<file path="src/hdl/m6502_isa_pkg.sv">
package m6502_isa_pkg;

   // Opcode bytes of the supported instructions. Group one is laid out as aaabbb01
   typedef enum logic [7:0] {
      ORA_IND_X = 8'h01, ORA_ZP   = 8'h05, ORA_IMM   = 8'h09, ORA_ABS   = 8'h0D,
      ORA_IND_Y = 8'h11, ORA_ZP_X = 8'h15, ORA_ABS_Y = 8'h19, ORA_ABS_X = 8'h1D,
      AND_IND_X = 8'h21, AND_ZP   = 8'h25, AND_IMM   = 8'h29, AND_ABS   = 8'h2D,
      AND_IND_Y = 8'h31, AND_ZP_X = 8'h35, AND_ABS_Y = 8'h39, AND_ABS_X = 8'h3D,
      EOR_IND_X = 8'h41, EOR_ZP   = 8'h45, EOR_IMM   = 8'h49, EOR_ABS   = 8'h4D,
      EOR_IND_Y = 8'h51, EOR_ZP_X = 8'h55, EOR_ABS_Y = 8'h59, EOR_ABS_X = 8'h5D,
      ADC_IND_X = 8'h61, ADC_ZP   = 8'h65, ADC_IMM   = 8'h69, ADC_ABS   = 8'h6D,
      ADC_IND_Y = 8'h71, ADC_ZP_X = 8'h75, ADC_ABS_Y = 8'h79, ADC_ABS_X = 8'h7D,
      STA_IND_X = 8'h81, STA_ZP   = 8'h85, STA_ABS   = 8'h8D,
      STA_IND_Y = 8'h91, STA_ZP_X = 8'h95, STA_ABS_Y = 8'h99, STA_ABS_X = 8'h9D,
      LDA_IND_X = 8'hA1, LDA_ZP   = 8'hA5, LDA_IMM   = 8'hA9, LDA_ABS   = 8'hAD,
      LDA_IND_Y = 8'hB1, LDA_ZP_X = 8'hB5, LDA_ABS_Y = 8'hB9, LDA_ABS_X = 8'hBD,
      LDY_IMM   = 8'hA0,
      LDX_IMM   = 8'hA2,
      CLC       = 8'h18,
      SEC       = 8'h38,
      JMP_ABS   = 8'h4C,
      JMP_IND   = 8'h6C,
      BNE       = 8'hD0,
      BEQ       = 8'hF0
   } opcode_t;

   typedef enum logic [3:0] {
      MODE_IDLE,
      MODE_RESET,
      MODE_IMM,
      MODE_ZP,
      MODE_ZP_X,
      MODE_ABS,
      MODE_ABS_X,
      MODE_ABS_Y,
      MODE_IND_X,
      MODE_IND_Y,
      MODE_IND_ABS,
      MODE_REL
   } addr_mode_t;

   typedef enum logic [2:0] {
      ALU_PASS,
      ALU_ADC,
      ALU_AND,
      ALU_OR,
      ALU_XOR,
      ALU_SEC,
      ALU_CLC
   } alu_op_t;

   typedef struct packed {
      logic n;
      logic v;
      logic z;
      logic c;
   } flags_t;

   typedef struct packed {
      alu_op_t    op;
      logic [7:0] a;
      logic [7:0] b;
      logic       valid;
   } alu_req_t;

endpackage

</file>
<file path="src/hdl/m6502_bus_pkg.sv">
package m6502_bus_pkg;

   // One request per cycle; rd_req and wr_en are single-cycle strobes
   typedef struct packed {
      logic [15:0] addr;
      logic [7:0]  wr_data;
      logic        rd_req;
      logic        wr_en;
   } bus_req_t;

   // rd_data is valid in the first cycle after a read strobe with ready high
   typedef struct packed {
      logic [7:0] rd_data;
      logic       ready;
   } bus_rsp_t;

endpackage

</file>
<file path="src/hdl/m6502_alu.sv">
`timescale 1ns/10ps

module m6502_alu (
   input  logic                    clk,
   input  logic                    reset_n,
   input  m6502_isa_pkg::alu_req_t req,
   output logic [7:0]              result,
   output m6502_isa_pkg::flags_t   flags
);

   logic [8:0] sum;
   logic       overflow;

   assign sum = {1'b0, req.a} + {1'b0, req.b} + {8'd0, flags.c};

   // Signed overflow when both operands agree in sign and the sum does not
   assign overflow = (req.a[7] == req.b[7]) && (sum[7] != req.a[7]);

   always_comb
   begin
      case (req.op)
         m6502_isa_pkg::ALU_ADC: result = sum[7:0];
         m6502_isa_pkg::ALU_AND: result = req.a & req.b;
         m6502_isa_pkg::ALU_OR:  result = req.a | req.b;
         m6502_isa_pkg::ALU_XOR: result = req.a ^ req.b;
         default:                result = req.b;
      endcase
   end

   always_ff @(posedge clk)
   begin
      if (!reset_n)
      begin
         flags <= '0;
      end
      else if (req.valid)
      begin
         case (req.op)
            m6502_isa_pkg::ALU_SEC: flags.c <= 1'b1;
            m6502_isa_pkg::ALU_CLC: flags.c <= 1'b0;
            default:
            begin
               flags.z <= (result == 8'h00);
               flags.n <= result[7];
               if (req.op == m6502_isa_pkg::ALU_ADC)
               begin
                  flags.c <= sum[8];
                  flags.v <= overflow;
               end
            end
         endcase
      end
   end

endmodule

</file>
<file path="src/hdl/m6502_addr_seq.sv">
`timescale 1ns/10ps

module m6502_addr_seq #(
   parameter logic [15:0] RESET_VECTOR = 16'hFFFC
) (
   input  logic                     clk,
   input  logic                     reset_n,
   input  logic                     start,
   input  m6502_isa_pkg::addr_mode_t mode,
   input  logic                     is_store,
   input  logic                     no_access,
   input  logic [7:0]               store_data,
   input  logic [15:0]              pc,
   input  logic [7:0]               ndx_x,
   input  logic [7:0]               ndx_y,
   output m6502_bus_pkg::bus_req_t  bus_req,
   input  m6502_bus_pkg::bus_rsp_t  bus_rsp,
   output logic                     done,
   output logic [7:0]               data,
   output logic [15:0]              word,
   output logic [1:0]               pc_delta
);

   typedef enum logic [2:0] {
      S_IDLE,
      S_OP_LO,
      S_OP_HI,
      S_PTR_LO,
      S_PTR_HI,
      S_FINAL
   } step_t;

   step_t      step;
   logic       pending;
   logic [7:0] lo;
   logic [7:0] ndx;
   logic [15:0] next_addr;
   logic       to_final;
   logic       zp_ptr;

   assign zp_ptr = (mode == m6502_isa_pkg::MODE_IND_X) || (mode == m6502_isa_pkg::MODE_IND_Y);

   // Index added once the full 16-bit base is known
   always_comb
   begin
      case (mode)
         m6502_isa_pkg::MODE_ABS_X: ndx = ndx_x;
         m6502_isa_pkg::MODE_ABS_Y,
         m6502_isa_pkg::MODE_IND_Y: ndx = ndx_y;
         default:                   ndx = 8'h00;
      endcase
   end

   // Address of the next access, formed from the byte arriving this cycle
   always_comb
   begin
      case (step)
         S_OP_LO:
         begin
            case (mode)
               m6502_isa_pkg::MODE_ZP,
               m6502_isa_pkg::MODE_IND_Y: next_addr = {8'h00, bus_rsp.rd_data};
               m6502_isa_pkg::MODE_ZP_X,
               m6502_isa_pkg::MODE_IND_X: next_addr = {8'h00, bus_rsp.rd_data + ndx_x};
               default:                   next_addr = pc + 16'd1;
            endcase
         end
         S_OP_HI,
         S_PTR_HI: next_addr = {bus_rsp.rd_data, lo} + {8'h00, ndx};
         S_PTR_LO:
         begin
            // Zero page pointers wrap inside page zero
            if (zp_ptr)
               next_addr = {8'h00, bus_req.addr[7:0] + 8'd1};
            else
               next_addr = bus_req.addr + 16'd1;
         end
         default: next_addr = pc;
      endcase
   end

   always_comb
   begin
      case (step)
         S_OP_LO:  to_final = (mode == m6502_isa_pkg::MODE_ZP) ||
                              (mode == m6502_isa_pkg::MODE_ZP_X);
         S_OP_HI:  to_final = !no_access && ((mode == m6502_isa_pkg::MODE_ABS) ||
                              (mode == m6502_isa_pkg::MODE_ABS_X) ||
                              (mode == m6502_isa_pkg::MODE_ABS_Y));
         S_PTR_HI: to_final = zp_ptr;
         default:  to_final = 1'b0;
      endcase
   end

   always_comb
   begin
      case (mode)
         m6502_isa_pkg::MODE_IMM,
         m6502_isa_pkg::MODE_REL,
         m6502_isa_pkg::MODE_ZP,
         m6502_isa_pkg::MODE_ZP_X,
         m6502_isa_pkg::MODE_IND_X,
         m6502_isa_pkg::MODE_IND_Y:   pc_delta = 2'd1;
         m6502_isa_pkg::MODE_ABS,
         m6502_isa_pkg::MODE_ABS_X,
         m6502_isa_pkg::MODE_ABS_Y,
         m6502_isa_pkg::MODE_IND_ABS: pc_delta = 2'd2;
         default:                     pc_delta = 2'd0;
      endcase
   end

   always_ff @(posedge clk)
   begin
      done          <= 1'b0;
      bus_req.wr_en <= 1'b0;
      if (!reset_n)
      begin
         step           <= S_IDLE;
         pending        <= 1'b0;
         bus_req.rd_req <= 1'b0;
      end
      else if (bus_req.rd_req)
      begin
         // Ready is not looked at in the strobe cycle itself
         bus_req.rd_req <= 1'b0;
         pending        <= 1'b1;
      end
      else if (step == S_IDLE)
      begin
         if (start)
         begin
            bus_req.addr   <= (mode == m6502_isa_pkg::MODE_RESET) ? RESET_VECTOR : pc;
            bus_req.rd_req <= 1'b1;
            case (mode)
               m6502_isa_pkg::MODE_RESET: step <= S_PTR_LO;
               m6502_isa_pkg::MODE_IMM,
               m6502_isa_pkg::MODE_REL:   step <= S_FINAL;
               default:                   step <= S_OP_LO;
            endcase
         end
      end
      else if (pending && bus_rsp.ready)
      begin
         pending <= 1'b0;
         lo      <= bus_rsp.rd_data;
         if (to_final)
         begin
            bus_req.addr <= next_addr;
            if (is_store)
            begin
               bus_req.wr_data <= store_data;
               bus_req.wr_en   <= 1'b1;
               done            <= 1'b1;
               step            <= S_IDLE;
            end
            else
            begin
               bus_req.rd_req <= 1'b1;
               step           <= S_FINAL;
            end
         end
         else
         begin
            case (step)
               S_OP_LO,
               S_PTR_LO:
               begin
                  bus_req.addr   <= next_addr;
                  bus_req.rd_req <= 1'b1;
                  if (step == S_PTR_LO)
                     step <= S_PTR_HI;
                  else
                     step <= zp_ptr ? S_PTR_LO : S_OP_HI;
               end
               S_OP_HI:
               begin
                  if (mode == m6502_isa_pkg::MODE_IND_ABS)
                  begin
                     bus_req.addr   <= next_addr;
                     bus_req.rd_req <= 1'b1;
                     step           <= S_PTR_LO;
                  end
                  else
                  begin
                     word <= next_addr;
                     done <= 1'b1;
                     step <= S_IDLE;
                  end
               end
               S_PTR_HI:
               begin
                  word <= next_addr;
                  done <= 1'b1;
                  step <= S_IDLE;
               end
               default:
               begin
                  data <= bus_rsp.rd_data;
                  done <= 1'b1;
                  step <= S_IDLE;
               end
            endcase
         end
      end
   end

   a_rd_strobe: assert property (@(posedge clk) disable iff (!reset_n)
      bus_req.rd_req |=> !bus_req.rd_req);

   a_rd_wr_excl: assert property (@(posedge clk) disable iff (!reset_n)
      !(bus_req.rd_req && bus_req.wr_en));

endmodule

</file>
<file path="src/hdl/m6502_cpu.sv">
`timescale 1ns/10ps

module m6502_cpu #(
   parameter logic [15:0] RESET_VECTOR = 16'hFFFC
) (
   input  logic                    clk,
   input  logic                    reset_n,
   output m6502_bus_pkg::bus_req_t mem_req,
   input  m6502_bus_pkg::bus_rsp_t mem_rsp
);

   typedef enum logic [2:0] {
      CPU_WAIT,
      CPU_RESET,
      CPU_FETCH,
      CPU_EXECUTE,
      CPU_EXECUTE_WAIT
   } cpu_state_t;

   typedef enum logic [1:0] {
      DST_NONE,
      DST_A,
      DST_X,
      DST_Y
   } dst_t;

   cpu_state_t                 state;
   m6502_isa_pkg::opcode_t     instr;
   logic [7:0]                 reg_a;
   logic [7:0]                 reg_x;
   logic [7:0]                 reg_y;
   logic [15:0]                pc;
   logic [15:0]                pc_next;
   logic [15:0]                fetch_addr;
   logic                       fetch_rd;
   logic                       fetch_pending;
   logic                       boot;
   logic                       issue_fetch;
   logic                       taken;

   m6502_isa_pkg::addr_mode_t  dec_mode;
   m6502_isa_pkg::addr_mode_t  seq_mode;
   m6502_isa_pkg::alu_op_t     dec_op;
   logic                       dec_store;
   logic                       dec_no_access;
   dst_t                       dec_dst;

   m6502_bus_pkg::bus_req_t    seq_req;
   logic                       seq_start;
   logic                       seq_done;
   logic                       seq_busy;
   logic [7:0]                 seq_data;
   logic [15:0]                seq_word;
   logic [1:0]                 seq_pc_delta;

   m6502_isa_pkg::alu_req_t    alu_req;
   logic [7:0]                 alu_result;
   m6502_isa_pkg::flags_t      flags;

   always_comb
   begin
      dec_mode      = m6502_isa_pkg::MODE_IDLE;
      dec_op        = m6502_isa_pkg::ALU_PASS;
      dec_store     = 1'b0;
      dec_no_access = 1'b0;
      dec_dst       = DST_NONE;
      case (instr)
         m6502_isa_pkg::LDX_IMM:
         begin
            dec_mode = m6502_isa_pkg::MODE_IMM;
            dec_dst  = DST_X;
         end
         m6502_isa_pkg::LDY_IMM:
         begin
            dec_mode = m6502_isa_pkg::MODE_IMM;
            dec_dst  = DST_Y;
         end
         m6502_isa_pkg::CLC: dec_op = m6502_isa_pkg::ALU_CLC;
         m6502_isa_pkg::SEC: dec_op = m6502_isa_pkg::ALU_SEC;
         m6502_isa_pkg::JMP_ABS:
         begin
            dec_mode      = m6502_isa_pkg::MODE_ABS;
            dec_no_access = 1'b1;
         end
         m6502_isa_pkg::JMP_IND: dec_mode = m6502_isa_pkg::MODE_IND_ABS;
         m6502_isa_pkg::BEQ,
         m6502_isa_pkg::BNE:     dec_mode = m6502_isa_pkg::MODE_REL;
         default:
         begin
            // Group one aaabbb01; CMP and SBC rows stay no-ops
            if (instr[1:0] == 2'b01 && instr[7:6] != 2'b11)
            begin
               case (instr[4:2])
                  3'd0: dec_mode = m6502_isa_pkg::MODE_IND_X;
                  3'd1: dec_mode = m6502_isa_pkg::MODE_ZP;
                  3'd2: dec_mode = m6502_isa_pkg::MODE_IMM;
                  3'd3: dec_mode = m6502_isa_pkg::MODE_ABS;
                  3'd4: dec_mode = m6502_isa_pkg::MODE_IND_Y;
                  3'd5: dec_mode = m6502_isa_pkg::MODE_ZP_X;
                  3'd6: dec_mode = m6502_isa_pkg::MODE_ABS_Y;
                  default: dec_mode = m6502_isa_pkg::MODE_ABS_X;
               endcase
               dec_dst = DST_A;
               case (instr[7:5])
                  3'b000: dec_op = m6502_isa_pkg::ALU_OR;
                  3'b001: dec_op = m6502_isa_pkg::ALU_AND;
                  3'b010: dec_op = m6502_isa_pkg::ALU_XOR;
                  3'b011: dec_op = m6502_isa_pkg::ALU_ADC;
                  3'b100:
                  begin
                     dec_store = 1'b1;
                     dec_dst   = DST_NONE;
                  end
                  default: dec_op = m6502_isa_pkg::ALU_PASS;
               endcase
               // STA immediate does not exist
               if (dec_store && dec_mode == m6502_isa_pkg::MODE_IMM)
                  dec_mode = m6502_isa_pkg::MODE_IDLE;
            end
         end
      endcase
   end

   assign seq_mode  = boot ? m6502_isa_pkg::MODE_RESET : dec_mode;
   assign seq_start = (state == CPU_RESET) ||
                      (state == CPU_EXECUTE && dec_mode != m6502_isa_pkg::MODE_IDLE);
   assign taken     = flags.z ^ (instr == m6502_isa_pkg::BNE);

   assign issue_fetch = (state == CPU_EXECUTE && dec_mode == m6502_isa_pkg::MODE_IDLE) ||
                        (state == CPU_EXECUTE_WAIT && seq_done);

   always_comb
   begin
      if (state == CPU_EXECUTE)
         pc_next = pc;
      else if (boot || dec_no_access || dec_mode == m6502_isa_pkg::MODE_IND_ABS)
         pc_next = seq_word;
      else if (dec_mode == m6502_isa_pkg::MODE_REL && taken)
         pc_next = pc + 16'd1 + {{8{seq_data[7]}}, seq_data};
      else
         pc_next = pc + {14'd0, seq_pc_delta};
   end

   always_comb
   begin
      alu_req.op    = dec_op;
      alu_req.a     = reg_a;
      alu_req.b     = seq_data;
      alu_req.valid = (state == CPU_EXECUTE && dec_mode == m6502_isa_pkg::MODE_IDLE &&
                       dec_op != m6502_isa_pkg::ALU_PASS) ||
                      (state == CPU_EXECUTE_WAIT && seq_done && !boot && dec_dst != DST_NONE);
   end

   always_ff @(posedge clk)
   begin
      fetch_rd <= 1'b0;
      if (!reset_n)
      begin
         state         <= CPU_WAIT;
         fetch_pending <= 1'b0;
         boot          <= 1'b0;
      end
      else
      begin
         case (state)
            CPU_WAIT:
            begin
               boot  <= 1'b1;
               state <= CPU_RESET;
            end
            CPU_RESET: state <= CPU_EXECUTE_WAIT;
            CPU_FETCH:
            begin
               if (fetch_rd)
               begin
                  fetch_pending <= 1'b1;
               end
               else if (fetch_pending && mem_rsp.ready)
               begin
                  fetch_pending <= 1'b0;
                  instr         <= m6502_isa_pkg::opcode_t'(mem_rsp.rd_data);
                  state         <= CPU_EXECUTE;
               end
            end
            CPU_EXECUTE:
               if (dec_mode != m6502_isa_pkg::MODE_IDLE)
                  state <= CPU_EXECUTE_WAIT;
            default: ;
         endcase
         if (issue_fetch)
         begin
            fetch_addr <= pc_next;
            fetch_rd   <= 1'b1;
            pc         <= pc_next + 16'd1;
            boot       <= 1'b0;
            state      <= CPU_FETCH;
         end
      end
   end

   always_ff @(posedge clk)
   begin
      if (state == CPU_EXECUTE_WAIT && alu_req.valid)
      begin
         case (dec_dst)
            DST_A:   reg_a <= alu_result;
            DST_X:   reg_x <= alu_result;
            DST_Y:   reg_y <= alu_result;
            default: ;
         endcase
      end
   end

   always_ff @(posedge clk)
   begin
      if (!reset_n)
         seq_busy <= 1'b0;
      else if (seq_start)
         seq_busy <= 1'b1;
      else if (seq_done)
         seq_busy <= 1'b0;
   end

   // The sequencer owns the bus for the whole of an instruction's execution
   always_comb
   begin
      if (state == CPU_EXECUTE_WAIT)
      begin
         mem_req = seq_req;
      end
      else
      begin
         mem_req.addr    = fetch_addr;
         mem_req.wr_data = 8'h00;
         mem_req.rd_req  = fetch_rd;
         mem_req.wr_en   = 1'b0;
      end
   end

   m6502_addr_seq #(
      .RESET_VECTOR(RESET_VECTOR)
   ) u_addr_seq (
      .clk       (clk),
      .reset_n   (reset_n),
      .start     (seq_start),
      .mode      (seq_mode),
      .is_store  (dec_store),
      .no_access (dec_no_access),
      .store_data(reg_a),
      .pc        (pc),
      .ndx_x     (reg_x),
      .ndx_y     (reg_y),
      .bus_req   (seq_req),
      .bus_rsp   (mem_rsp),
      .done      (seq_done),
      .data      (seq_data),
      .word      (seq_word),
      .pc_delta  (seq_pc_delta)
   );

   m6502_alu u_alu (
      .clk    (clk),
      .reset_n(reset_n),
      .req    (alu_req),
      .result (alu_result),
      .flags  (flags)
   );

   a_seq_idle_start: assert property (@(posedge clk) disable iff (!reset_n)
      seq_start |-> !seq_busy);

endmodule

</file>
<file path="src/hdl/m6502_system.sv">
`timescale 1ns/10ps

module m6502_system #(
   parameter logic [15:0] RESET_VECTOR = 16'hFFFC
) (
   input  logic                    clk,
   input  logic                    reset_n,
   output m6502_bus_pkg::bus_req_t mem_req,
   input  m6502_bus_pkg::bus_rsp_t mem_rsp
);

   // Memory is outside; the core drives the bus directly
   m6502_cpu #(
      .RESET_VECTOR(RESET_VECTOR)
   ) u_cpu (
      .clk    (clk),
      .reset_n(reset_n),
      .mem_req(mem_req),
      .mem_rsp(mem_rsp)
   );

endmodule

</file>
<file path="config.mk">
export PLATFORM = sky130hd
export DESIGN_NAME = m6502_system
export DESIGN_NICKNAME = d
export VERILOG_FILES = /design/src/hdl/m6502_isa_pkg.sv /design/src/hdl/m6502_bus_pkg.sv /design/src/hdl/m6502_alu.sv /design/src/hdl/m6502_addr_seq.sv /design/src/hdl/m6502_cpu.sv /design/src/hdl/m6502_system.sv
export SDC_FILE = /design/constraint.sdc
export NUM_CORES = 1
export LEC_CHECK = 0
export BUFFER_PORTS_ARGS = -buffer_cell sky130_fd_sc_hd__buf_2
export CAP_MARGIN = 20
export CORE_UTILIZATION = 50
export DETAILED_ROUTE_END_ITERATION = 16
export PLACE_DENSITY = 0.67
export SETUP_SLACK_MARGIN = 0.05
export SLEW_MARGIN = 20
export SYNTH_ARGS = -nofsm -noshare
export SYNTH_HDL_FRONTEND = slang
export SYNTH_SLANG_ARGS = --single-unit
</file>
<file path="constraint.sdc">
create_clock -name clk -period 6.9 [get_ports clk]
set_input_delay 1.035 -clock clk [delete_from_list [all_inputs] [get_ports clk]]
set_output_delay 1.035 -clock clk [all_outputs]
set_load 0.02 [all_outputs]
</file>
# After elaboration in Yosys (flattened, before gate mapping)
# Memories as Yosys holds them, arrays and structs flattened.
# Index checks and enable logic that the tools add are counted.
# classes
add_sub_neg,10
eq_ne,61
muxes,74
bitwise_logic,12
reduce_logical,76
# op_table
op,n
two-way mux 16 bit,10
case mux 16 bit (2 select lines),3
two-way mux 26 bit,2
"adder 16 x 1 -> 16 bit, second input constant",3
case mux 16 bit (3 select lines),1
"== test 8 bit, second input constant",4
case mux 8 bit (4 select lines),1
"== test 3 x 2 -> 1 bit, second input constant",10
two-way mux 3 bit,10
case mux 4 bit (7 select lines),1
"== test 3 bit, second input constant",9
"== test 4 bit, second input constant",6
two-way mux 1 bit,24
case mux 3 bit (4 select lines),2
OR reduction 2 bit,12
two-way mux 4 bit,5
case mux 4 bit (5 select lines),1
AND reduction 6 bit,3
adder 16 bit,1
adder 16 x 2 -> 16 bit,1
adder 16 x 8 -> 16 bit,1
"== test 4 x 3 -> 1 bit, second input constant",4
"== test 8 x 7 -> 1 bit, second input constant",2
two-way mux 8 bit,2
other kinds (47),115
# word_totals
ff_bits,135
mem_bits_ro,32
input_bits,11
output_inout_bits,26
wordCells,257
memories,1
# memory_table
name,words,word_bits,rd,rd_ports_with_merged_regs,write_ports,line_no,source
(name not given),16,2,1,0,0,m6502_addr_seq.sv:97,case (mode)

# Longest topological paths before layout
# Gate-level depths: netlist of run 1.
# logic_depth
word_depth,20
mapped_depth,20
depth_no_buf,19

# By module
# Synthesis of run 1 repeated with hierarchy kept, for this count alone.
# unflattened
hier_cells,1162
area_unflattened_um2,10666.5
# modules_own_cells
mod,n_inst,cells_per_inst,area_each_um2,seq_area_each_um2
m6502_addr_seq,1,540,4879.7,1821.7
m6502_cpu,1,462,4599.4,2042.0
m6502_alu,1,160,1187.4,80.1

# Least setup slack after synthesis of run 1
# No wires, ideal clock.
# synth_timing
path_type,register to register
start,reg u_cpu.instr[5]
end,reg u_cpu.u_addr_seq.word[0] (enable)
setup_time_ps,478
arrival_time_ps,4936
required_time_ps,6422
slack_ps,1486
stages_incl_launch_ff,10
n_path_buf,1
period_less_slack_ps,5414
cell_sequence,edfxtp_1 > clkbuf_1 > nor3b_1 > o21ai_0 > o211a_1 > nor4_1 > o22ai_1 > a21oi_1 > nor2_1 > a2111oi_0
# synth_via
elab_chain_cells,16
word_cells_on_any_way,39
classes_between,eq/ne (18); mux (9); bitwise (1); reduce/logical (11)
# synth_lines
element,line_no,source
"start, declared",m6502_cpu.sv:28,m6502_isa_pkg::opcode_t instr;
"start signal, assigned",m6502_cpu.sv:181,instr <= m6502_isa_pkg::opcode_t'(mem_rsp.rd_data);
== test 3 bit,m6502_cpu.sv:104,case (instr[7:5])
two-way mux 1 bit,m6502_cpu.sv:104,
two-way mux 1 bit,m6502_cpu.sv:91,if (instr[1:0] == 2'b01 && instr[7:6] != 2'b11)
two-way mux 1 bit,m6502_cpu.sv:67,case (instr)
logical AND 1 bit,m6502_cpu.sv:117,if (dec_store && dec_mode == m6502_isa_pkg::MODE_IMM)
two-way mux 4 bit,m6502_cpu.sv:117,
two-way mux 4 bit,m6502_cpu.sv:91,
case mux 4 bit (5 select lines),m6502_cpu.sv:67,
two-way mux 4 bit,m6502_cpu.sv:124,assign seq_mode = boot ? m6502_isa_pkg::MODE_RESET : dec_mode;
== test 4 x 3 -> 1 bit (on tied branches),"m6502_addr_seq.sv:87, m6502_addr_seq.sv:88",
logical OR 1 bit,m6502_addr_seq.sv:87,S_OP_HI: to_final = !no_access && ((mode == m6502_isa_pkg::MODE_ABS) ||
logical OR 1 bit,m6502_addr_seq.sv:88,(mode == m6502_isa_pkg::MODE_ABS_X) ||
logical AND 1 bit,m6502_addr_seq.sv:87,
case mux 1 bit (3 select lines),m6502_addr_seq.sv:84,case (step)
inverter 1 bit (no source line),n/a,
AND reduction 7 bit (no source line) (*),n/a,
"end signal, assigned",m6502_addr_seq.sv:185,word <= next_addr;
"end signal, assigned",m6502_addr_seq.sv:192,word <= next_addr;
"end, declared",m6502_addr_seq.sv:20,"output logic [15:0] word,"
# Mark *: on every way between the ends. The rest lies on a longest branch, timed or not. The select of a mux whose other input is x is not followed.
# A chain may end at the register's enable or synchronous reset.

# Worst setup path in the final report of run 1
# layout_timing
start,reg u_cpu.instr[6]
end,reg u_cpu.pc[12] (data pin)
# layout_via
elab_chain_cells,15
word_cells_on_any_way,35
classes_between,add/sub (2); eq/ne (12); mux (11); bitwise (1); reduce/logical (8); memory (1)
# layout_lines
element,line_no,source
== test 3 bit,m6502_cpu.sv:104,
two-way mux 1 bit,m6502_cpu.sv:104,
two-way mux 1 bit,m6502_cpu.sv:91,
two-way mux 1 bit,m6502_cpu.sv:67,
logical AND 1 bit,m6502_cpu.sv:117,
two-way mux 4 bit,m6502_cpu.sv:117,
two-way mux 4 bit,m6502_cpu.sv:91,
case mux 4 bit (5 select lines),m6502_cpu.sv:67,
two-way mux 4 bit,m6502_cpu.sv:124,
memory read (16 x 2 bit),n/a,
adder 16 x 2 -> 16 bit,m6502_cpu.sv:141,"pc_next = pc + {14'd0, seq_pc_delta};"
two-way mux 16 bit,m6502_cpu.sv:138,else if (dec_mode == m6502_isa_pkg::MODE_REL && taken)
two-way mux 16 bit (*),m6502_cpu.sv:136,else if (boot || dec_no_access || dec_mode == m6502_isa_pkg::MODE_IND_ABS)
two-way mux 16 bit (*),m6502_cpu.sv:134,if (state == CPU_EXECUTE)
via u_cpu.pc_next[6],m6502_cpu.sv:33,logic [15:0] pc_next;
adder 16 x 1 -> 16 bit (*),m6502_cpu.sv:194,pc <= pc_next + 16'd1;
"end signal, assigned",m6502_cpu.sv:194,
"end, declared",m6502_cpu.sv:32,logic [15:0] pc;
# The timed path passes the listed nets; every way through them passes the cells marked *. The select of a mux whose other input is x is not followed.

==> summary.md, run 1 <==
| Metric | Value |
|---|---|
| Outcome | finished, final reports clean |
| Std cell rows | between 50 and 60 |
| Placed instance area | about 10,000 µm² |
| Number of global-route vias before repair | around 8.0k |
| 1st-iter DRT viols | 940 |
| HP Class | reg2reg |
| Fin util | between 50% and 60% |
| Max_slew headroom | ~28% |
| RSZ-0062 raised after global routing | false |
| Global placement routability congestion | about 1 |
| Ys async rst share | 0% |
| Post-CTS resize count | 0 |
| CTS root buf | clkbuf_16 |
| Gr ovfl total | 0 |
| Arr. time, crit path | slightly below 6 ns |
| Initial antenna violation count | 0 |
| DR vias/cell | approximately 6.5 |
| Fmax | ~170 MHz |
| Critical-path cell list | nor3b_1, o21ai_0, o211a_1, nor4_1, nand2_1, a211oi_1, ha_1, inv_1, fa_1, nor2_1, nand3_1, xor2_1, mux2_1, o22ai_2, nand4_1, or3_1, nor2_1, xor2_1 |
| Finish-stage setup viols | 0 |
| Placed Cells incl. Taps | 1,323 |
| Setup crit end kind | flop |
| Synth Register Bits | between 100 and 150 |
| Clk buf depth | 2 |
| Number of synthesized flops with an enable pin | between 100 and 150 |
| N_diodes | 0 |
| Final setup TNS | 0 ns |
| Die area | 20,700 µm² |
| Top cells by area, synth | edfxtp_1, ha_1, xnor2_1 |
| Initial Util | 51.3% |
| Initial DRT Pass Iterations | 7 |
| Synth Warn # | 0 |
| Final Slew Violations | 0 |
| DRC viols | 0 |
| Seq/Total Area, Yosys | 38.8% |
| Post-Syn Instances | approximately 1.1k |
| Most used DFF post-synth | edfxtp_1 |
| Max-cap viol count | 0 |
| CTS Buf Count | 17 |
| Clk slew on worst S/H paths | roughly 0.060 ns |
| P_leak | 0.00408 µW |
| Slowest CP cell | edfxtp_1 |
| Cell taking the most area after synthesis | edfxtp_1 |
| Crit path required time | 7.05 ns |
| CTS HTree Levels | 4 |
| Routed len/inst | about 23 µm |
| CTS tree | yes |
| Setup crit start kind | flop |
| Crit path time final | between 5 and 6 ns |
| Core area | ~20,000 µm² |
| Netlist Area Pre-Place | 10,100 µm² |
| Register area | just under 4000 µm² |
| Yosys cell types | 93 |
| Post-route cell area | 11,100 µm² |
| Die W | 144 µm |
| TritonCTS Sinks | between 100 and 150 |
| Post-CTS Setup Inserts | 0 |
| Routed Antenna Nets | 0 |
| Tightest Pin Transition | about 1.1 ns |
| I/O pins | 37 |
| Final hold slack | 0.488 ns |
| Critical path fanouts, max | 23 |
| DP HPWL | between 20 and 25 mm |
| Pwr dens | 202 nW/µm² |
| Final cell count without fillers | between 1k and 1.5k |
| DR vias | ~8.7k |
| Largest net degree at the start of global routing | 33 |
| Die Ht | around 140 µm |
| IO Port Bufs | 36 |
| Setup CP Type | reg2reg |
| Nets@finish | between 1k and 1.5k |
| Multi-input logic area | approximately 5800 µm² |
| Peak VDD IR | around 170 µV |
| Mapped Avg Cell Area | approximately 9.5 µm² |
| Layout area overhead | 10.3% |
| Global-route usage over all layers | between 30% and 40% |
| Fin. Hold Viols | 0 |
| Final Cycle Share | between 80% and 90% |
| Synthesized net count | about 1.1k |
| First-pass GRT wire length | roughly 48 mm |
| Hold_buf cts | 0 |
| Layout cells sized above 1 | between 10 and 15% |
| Clk_lat worst skew | between 0.4 and 0.5 ns |
| CP max stage delay | 0.70 ns |
| WL final | 31.6 mm |
| Fin Clk Skew | around 0.0093 ns |
| # fillers | 1,782 |
| Top cell type's share of synthesized area | 35.8% |
[critical path, delay by kind of cell, from the launching register on]
| kind | cells | cell delay, ns |
|---|---|---|
| and+or+nand+nor | 8 | 2.59 |
| AOI/OAI and AO/OA | 4 | 0.86 |
| buffers and inverters | 1 | 0.06 |
| xor gates and xnor gates | 2 | 0.25 |
| muxes | 1 | 0.31 |
| adders and majority gates | 2 | 0.69 |
| DFF | 1 | 0.70 |
[routing by layer]
layer  GRT usage [%]  up-vias  share of wire, %
met5               0        -                 0
met3            6.00       92               8.1
li1                -     3990                 -
met4            15.2        0               4.3
met1            41.6     4185                42
met2            50.5      482                46
[placed cells by master, fill, tap and decap left out, drive strengths merged, types with 8 or more instances in the layout]
master,n
or3,9
a211oi,11
xnor2,58
xor2,28
buf,49
a31oi,16
a22o,10
clkbuf,19
edfxtp,120
nor4,8
nor2,90
nor3,32
ha,51
nand3,41
nand4,14
o211ai,10
inv,59
and2,16
a21oi,66
o21ai,59
mux2,21
o22ai,8
a221oi,8
and3,17
nor2b,26
dfxtp,15
a21boi,10
nand2b,10
a222oi,8
nand2,84
a21o,15
[flip-flops by register name, summed over array words and instances, names as in the netlist, 2 cells and up]
signal / flops
u_cpu.fetch_addr: 16
u_cpu.instr: 8
u_cpu.pc: 16
u_cpu.reg_a: 8
u_cpu.reg_x: 8
u_cpu.reg_y: 8
u_cpu.state: 3
u_cpu.u_addr_seq.bus_req: 26
u_cpu.u_addr_seq.data: 8
u_cpu.u_addr_seq.lo: 8
u_cpu.u_addr_seq.step: 3
u_cpu.u_addr_seq.word: 16
u_cpu.u_alu.flags: 2
[cells in the mapped netlist, types with 28 or more instances]
master	number
o21ai_0	54
nor2_1	89
xnor2_1	58
clkbuf_1	43
nand3_1	38
a21oi_1	64
xor2_1	28
ha_1	51
inv_1	53
nor3_1	30
nand2_1	84
edfxtp_1	120
[final cells by class]
class | count | area share, %
sequential | 135 | 35.2
tap | 265 | 2.99
inverter | 53 | 1.79
timing repair buffer | 50 | 2.55
clock buffer | 18 | 3.87
clock inverter | 14 | 1.67
multi-input combinational | 821 | 51.9
[stage by stage]
step / setup WS [ns] / total power [µW]
2_1_floorplan: 1.49 / 1170
3_3_place_gp: 1.47 / 1280
3_5_place_dp: 1.32 / 1280
4_1_cts: 1.31 / 2230
5_1_grt: 0.773 / 2290
6_report: 1.17 / 2240
[worst paths after layout]
kind / start / end / slack [ns] / cells past startpoint
hold / removal: u_cpu.reg_a[5]$_DFFE_PP_ / u_cpu.u_addr_seq.bus_req[7]$_DFFE_PP_ / 0.49 / 0
hold reg to reg: u_cpu.reg_a[5]$_DFFE_PP_ / u_cpu.u_addr_seq.bus_req[7]$_DFFE_PP_ / 0.49 / 0
setup / recovery: u_cpu.instr[6]$_DFFE_PP_ / u_cpu.pc[12]$_DFFE_PP_ / 1.17 / 18
setup reg to reg: u_cpu.instr[6]$_DFFE_PP_ / u_cpu.pc[12]$_DFFE_PP_ / 1.17 / 18
[logic make-up after synthesis]
| logic type | count (synthesis) | synth area share [%] |
|---|---|---|
| buf+inv | 107 | 4.18 |
| fa+ha+maj | 58 | 7.64 |
| flops | 135 | 38.8 |
| compound gates | 277 | 19.2 |
| xor+xnor | 86 | 7.49 |
| mux | 29 | 3.40 |
| simple gates | 371 | 19.3 |
[where the power goes]
| group | leakage (µW) | internal, µW | switching (µW) | total (µW) |
|---|---|---|---|---|
| Clock | 0.000302 | 578 | 385 | 964 |
| Sequential | 0.00120 | 915 | 22.7 | 938 |
| Combinational | 0.00258 | 111 | 223 | 334 |
| Total | 0.00408 | 1600 | 631 | 2240 |
(Power assumes the default switching activity.)
==> run 2: changes to the inputs <==
- clock period: 6.9 -> 5.75 ns (I/O delays scaled with it)
==> run 2 against run 1 <==
First-iteration DRC count increased by 6.6%. Sequential share of layout area barely moved. Core utilization hardly changed. Clock skew is 0.00064 ns lower. Hold slack got worse by 0.0018 ns. Count of clock-buffer cells in the layout did not move. Via count unchanged. Total power grew 15%. Sequential cell count unchanged. Global-route usage hardly changed. Largest cell class unchanged.
==> summary.md, run 2 (synthesized netlist as in run 1, its figures left out) <==
| Metric | Value |
|---|---|
| Setup crit start kind | flop |
| Layout area overhead | 10.2% (about the same) |
| Max-cap viol count | 0 (unchanged) |
| Crit Reg-Reg Startpoint | u_cpu.instr[7]$_DFFE_PP_ |
| Post-CTS Setup Inserts | 0 (unchanged) |
| Critical path fanouts, max | 8 (-65%) |
| Fin. Hold Viols | 0 (unchanged) |
| Routed len/inst | 23.2 µm (-0.14%) |
| Number of global-route vias before repair | 8,107 (+1.2%) |
| RSZ-0062 raised after global routing | false |
| Flop2flop setup slack | 0.58 ns (-0.60 ns) |
| Most frequent cells in the layout | edfxtp_1, nor2_1, nand2_1 |
| TritonCTS Sinks | 135 (unchanged) |
| Termination of the worst setup path | u_cpu.u_addr_seq.bus_req[22]$_DFFE_PP_ |
| Gr ovfl total | 0 (unchanged) |
| DP HPWL | 23.5 mm (-1.5%) |
| Hold_buf cts | 0 (unchanged) |
| Peak VDD IR | 200 µV (+19%) |
| Arr. time, crit path | 5.36 ns (-0.51 ns) |
| Final Cycle Share | 90.0% (+7.0 points) |
| Setup CP Type | reg2reg |
| Final cell count without fillers | 1,363 (+0.52%) |
| Setup crit end kind | flop |
| Global-route usage over all layers | 31.7% (about the same) |
| Leading cell type in the layout, fill and taps excluded | edfxtp_1 |
| Tightest Pin Transition | 1.09 ns (+0.0104 ns) |
| P_leak | 0.00408 µW (about the same) |
| HP Class | reg2reg |
| Die Ht | 144 µm (unchanged) |
| Crit path required time | 5.94 ns (-1.11 ns) |
| Finish-stage setup viols | 0 (unchanged) |
| Clk slew on worst S/H paths | 0.07 ns (about the same) |
| Die area | 20,700 µm² (unchanged) |
| IO Port Bufs | 36 (unchanged) |
| CTS root buf | clkbuf_16 |
| Initial Util | 51.3% (unchanged) |
| Clk_lat worst skew | 0.44 ns (about the same) |
| DR vias | 8,749 (unchanged) |
| Pwr dens | 233 nW/µm² (+16%) |
| I/O pins | 37 (unchanged) |
| CTS tree | yes |
| Placed Cells incl. Taps | 1,332 (+0.68%) |
| CP max stage delay | 0.68 ns (-0.02 ns) |
| Routed Antenna Nets | 0 (unchanged) |
| Layout cells sized above 1 | 13.2% (+0.47 points) |
| Overall power | 2580 µW (+15%) |
| Core area | 19,600 µm² (unchanged) |
| 1st-iter DRT viols | 1,002 (+6.6%) |
| WL final | 31.7 mm (+0.38%) |
| DRC viols | 0 (unchanged) |
| Max_slew headroom | 26.2% (-1.4 points) |
| Clk buf depth | 2 (unchanged) |
| Slowest CP cell | nor4b_2 |
| First-pass GRT wire length | 47.6 mm (-0.10%) |
| Max reg flops | 26 (unchanged) |
| N_diodes | 0 (unchanged) |
| Final Slew Violations | 0 (unchanged) |
| Final setup TNS | 0 ns (unchanged) |
| Critical-path cell list | nor4b_2, and3_1, o21ai_0, a31oi_1, nor2b_1, a22o_1, ha_1, a21o_1, a21oi_1, nor2b_1, o21a_1, o41a_1, nand3_1, xor2_1, o221ai_1, o21ai_0, nand2_1 |
| Global placement routability congestion | 0.971 (-2.3%) |
| Largest net degree at the start of global routing | 33 (unchanged) |
| DR vias/cell | 6.42 (-0.51%) |
| Fmax | 193 MHz (+11%) |
| CTS HTree Levels | 4 (unchanged) |
| Std cell rows | 51 (unchanged) |
| CTS Buf Count | 17 (unchanged) |
| Nets@finish | 1,154 (+0.70%) |
| Fin Clk Skew | 0.00869 ns (-0.000640 ns) |
| Post-CTS resize count | 0 (unchanged) |
| Final hold slack | 0.486 ns (-0.00185 ns) |
| Worst r2r dst | u_cpu.u_addr_seq.bus_req[22]$_DFFE_PP_ |
| Outcome | finished, final reports clean |
| Most flops, register | u_cpu.u_addr_seq.bus_req |
| Critical Path Start | u_cpu.instr[7]$_DFFE_PP_ |
| Die W | 144 µm (unchanged) |
| Crit path time final | 5.17 ns (-0.551 ns) |
| Initial antenna violation count | 0 (unchanged) |
| Reg2reg path depth | 17 (-1) |
| Initial DRT Pass Iterations | 6 (-1) |
## run 2: cell count changes in the layout (fill, tap and decap cells not counted), sizes merged
cell      previous run  this run
bufinv               3         1
clkinvlp             0         1
clkbuf              19        18
buf                 49        58
clkinv               5         7
inv                 59        57
## run 2: how the worst min path moves through the flow
stage | start | to | slack [ns] | depth (start not counted)
4_1_cts | u_cpu.reg_a[5]$_DFFE_PP_ | u_cpu.u_addr_seq.bus_req[7]$_DFFE_PP_ | 0.48 | 0
5_1_grt | u_cpu.reg_a[5]$_DFFE_PP_ | u_cpu.u_addr_seq.bus_req[7]$_DFFE_PP_ | 0.50 | 0
6_report | u_cpu.reg_a[5]$_DFFE_PP_ | u_cpu.u_addr_seq.bus_req[7]$_DFFE_PP_ | 0.49 | 0
3_3_place_gp | u_cpu.reg_a[5]$_DFFE_PP_ | u_cpu.u_addr_seq.bus_req[7]$_DFFE_PP_ | 0.46 | 0
2_1_floorplan | u_cpu.reg_a[1]$_DFFE_PP_ | u_cpu.u_addr_seq.bus_req[3]$_DFFE_PP_ | 0.45 | 0
3_5_place_dp | u_cpu.reg_a[5]$_DFFE_PP_ | u_cpu.u_addr_seq.bus_req[7]$_DFFE_PP_ | 0.47 | 0
## run 2: where the power goes
part	internal, µW	total, µW	switching, µW
Clock	598	1060	466
Combinational	135	390	255
Sequential	1100	1130	30.7
Total	1830	2580	751
## run 2: area by class of cell
cell class	count	area, µm²
clock buffer	18	429
sequential	135	3900
clock inverter	13	124
timing repair buffer	58	345
multi-input combinational	821	5750
fill	1761	8510
tap	265	332
inverter	53	199
## run 2: worst max-delay path, delay by kind of cell, from the launching register on
family | cells | cell delay, ns
AOI/OAI and AO/OA | 9 | 2.10
xor gates and xnor gates | 1 | 0.25
adders and majority gates | 1 | 0.26
DFF | 1 | 0.50
and+or+nand+nor | 6 | 1.80
## run 2: stage by stage
| step | utilization (%) | instance area (µm²) | setup slack (ns) |
|---|---|---|---|
| floorplan | - | 10100 | 0.336 |
| global placement | 53.7 | 10500 | 0.776 |
| detailed placement | 53.7 | 10500 | 0.700 |
| CTS | 56.5 | 11100 | 0.694 |
| global route | 56.6 | 11100 | 0.232 |
| finish | 56.6 | 11100 | 0.575 |
## run 2: layer usage
metal	vias up	share of wire [%]	global-route usage (%)
li1	4014	-	-
met1	4154	42	41.8
met2	476	46	50.5
met3	105	7.7	5.13
met4	0	4.6	15.8
met5	-	0	0
==> run 3: changes to the inputs <==
- CAP_MARGIN: 20 -> not set
- CORE_UTILIZATION: 50 -> 55
- PLACE_DENSITY: 0.67 -> 0.72
==> run 3 against run 2 <==
Fmax is 0.86% lower. Critical path type unchanged. Register-to-register slack worse by 0.04 ns. Sequential power hardly changed. Final cell count is 2.8% lower. First-iteration DRC count is 7.7% higher. Count of clock-buffer cells in the layout stayed put. Total power is 0.38% higher. Hold slack better by 0.0059 ns. Via count is 0.15% higher. Core utilization is 4.9 points higher. Setup slack worse by 0.045 ns. Sequential share of layout area is 0.13 points higher.
==> summary.md, run 3 (synthesized netlist as in run 1, its figures left out) <==
| Metric | Value |
|---|---|
| Routed Antenna Nets | 0 (unchanged) |
| Overall power | 2590 µW (+0.38%) |
| DRC viols | 0 (unchanged) |
| DR vias | 8,762 (+0.15%) |
| Final Slew Violations | 0 (unchanged) |
| CTS root buf | clkbuf_16 |
| Most flops, register | u_cpu.u_addr_seq.bus_req |
| Die W | 137 µm (-4.6%) |
| Final Cycle Share | 90.8% (+0.78 points) |
| Setup CP Type | reg2reg |
| CTS tree | yes |
| P_leak | 0.00408 µW (-0.11%) |
| Crit path required time | 5.92 ns (-0.02 ns) |
| Met3 wire len | 2.95 mm (+22%) |
| Outcome | finished, final reports clean |
| Setup crit end kind | flop |
| IO Port Bufs | 36 (unchanged) |
| Max-cap viol count | 0 (unchanged) |
| Std cell rows | 49 (-3.9%) |
| Kind of cell adding the most delay to the critical path | compound AO/OA/AOI/OAI gates |
| Tightest Pin Transition | 1.14 ns (+0.0461 ns) |
| CP max stage delay | 0.71 ns (+0.03 ns) |
| Gr ovfl total | 0 (unchanged) |
| Critical path fanouts, max | 8 (unchanged) |
| Final setup TNS | 0 ns (unchanged) |
| Clk buf depth | 2 (unchanged) |
| N_diodes | 0 (unchanged) |
| Peak VDD IR | 213 µV (+6.6%) |
| Hold_buf cts | 0 (unchanged) |
| 1st-iter DRT viols | 1,079 (+7.7%) |
| Finish-stage setup viols | 0 (unchanged) |
| RSZ-0062 raised after global routing | false |
| Multi-input logic area | 5760 µm² (+0.24%) |
| DP HPWL | 22.7 mm (-3.4%) |
| Fin util | 61.5% (+4.9 points) |
| Final cell count without fillers | 1,325 (-2.8%) |
| CTS HTree Levels | 4 (unchanged) |
| Die Ht | 137 µm (-4.6%) |
| Reg2reg path depth | 17 (unchanged) |
| Metal-1 WL | 12.3 mm (-7.7%) |
| Fin Clk Skew | 0.0132 ns (+0.00447 ns) |
| Critical-path cell list | nor4b_2, and3_1, o21ai_0, a31oi_1, nor2b_1, a22o_1, ha_1, a21o_1, a21oi_1, o21ai_0, a31o_2, a21oi_1, nor2b_1, xnor2_1, nor2_1, a211o_1, o2bb2ai_1 |
| Layout area overhead | 9.83% |
| Post-CTS resize count | 0 (unchanged) |
| Fmax | 192 MHz (-0.86%) |
| Met2 routed WL | 13.9 mm (-3.4%) |
| Clk_lat worst skew | 0.44 ns (about the same) |
| Initial Util | 56.0% (+4.6 points) |
| Pwr dens | 235 nW/µm² (+0.74%) |
| I/O pins | 37 (unchanged) |
| Most frequent cells in the layout | edfxtp_1, nor2_1, nand2_1 |
| HP Class | reg2reg |
| Setup crit start kind | flop |
| # fillers | 1,544 (-12%) |
| Final hold slack | 0.492 ns (+0.00590 ns) |
| Largest net degree at the start of global routing | 33 (unchanged) |
| Global placement routability congestion | 0.982 (+1.1%) |
| TritonCTS Sinks | 135 (unchanged) |
| Routed len/inst | 23.2 µm (-0.13%) |
| DR vias/cell | 6.61 (+3.0%) |
| Slowest CP cell | nor4b_2 |
| Max reg flops | 26 (unchanged) |
| Post-CTS Setup Inserts | 0 (unchanged) |
| Nets@finish | 1,151 (-0.26%) |
| Crit path time final | 5.22 ns (+0.0449 ns) |
| Max_slew headroom | 23.2% (-3.0 points) |
| Uppermost layer routed | met4 |
| Arr. time, crit path | 5.39 ns (+0.03 ns) |
| First-pass GRT wire length | 46.6 mm (-2.0%) |
| CTS Buf Count | 17 (unchanged) |
| Buf+Inv Stages, Crit Path | 0 (unchanged) |
| Initial antenna violation count | 0 (unchanged) |
| Die area | 18,800 µm² (-9.0%) |
| Clk slew on worst S/H paths | 0.06 ns (about the same) |
| Fin. Hold Viols | 0 (unchanged) |
| Number of global-route vias before repair | 8,242 (+1.7%) |
| WL final | 30.8 mm (-2.9%) |
| Global-route usage over all layers | 33.9% (+2.1 points) |
| Initial DRT Pass Iterations | 6 (unchanged) |
| Hold Path Stages | 0 (unchanged) |
| Register area | 3900 µm² (unchanged) |
| Leading cell type in the layout, fill and taps excluded | edfxtp_1 |
| Layout cells sized above 1 | 13.1% (-0.067 points) |
| Levels on crit path | 17 (unchanged) |
| Core area | 18,000 µm² (-8.3%) |
| Placed Cells incl. Taps | 1,293 (-2.9%) |
## run 3: path summary, 6_finish.rpt
| path | start | end | slack, ns |
|---|---|---|---|
| worst max-delay path | u_cpu.instr[7]$_DFFE_PP_ | u_cpu.u_addr_seq.bus_req[23]$_DFFE_PP_ | 0.53 |
| worst min-delay path | u_cpu.reg_a[6]$_DFFE_PP_ | u_cpu.u_addr_seq.bus_req[8]$_DFFE_PP_ | 0.49 |
| worst max register to register | u_cpu.instr[7]$_DFFE_PP_ | u_cpu.u_addr_seq.bus_req[23]$_DFFE_PP_ | 0.53 |
| worst min register to register | u_cpu.reg_a[6]$_DFFE_PP_ | u_cpu.u_addr_seq.bus_req[8]$_DFFE_PP_ | 0.49 |
## run 3: area by class of cell
cell class	count	share of cell area, %
multi-input cells	821	52.2
flip-flops and latches	135	35.4
clock buffers	18	3.89
repair buffers	55	2.92
well taps	229	2.59
inverters	53	1.80
clock inverters	14	1.25
## run 3: per-layer routing
| metal | vias to the layer above | GRT usage (%) |
|---|---|---|
| met5 | - | 0 |
| met1 | 4117 | 43.5 |
| met3 | 126 | 7.69 |
| li1 | 4007 | - |
| met4 | 0 | 16.2 |
| met2 | 512 | 53.9 |
## run 3: through the flow
| stage | worst slack [ns] | cell area (µm²) |
|---|---|---|
| global route | 0.160 | 11000 |
| finish | 0.530 | 11000 |
| detailed placement | 0.665 | 10500 |
| floorplan | 0.336 | 10100 |
| global placement | 0.818 | 10500 |
| CTS | 0.641 | 11000 |
## run 3: power breakdown
| part | leakage [µW] | switching [µW] | internal (µW) |
|---|---|---|---|
| Combinational | 0.00260 | 256 | 134 |
| Sequential | 0.00120 | 27.0 | 1100 |
| Clock | 0.000274 | 470 | 607 |
| Total | 0.00408 | 753 | 1840 |
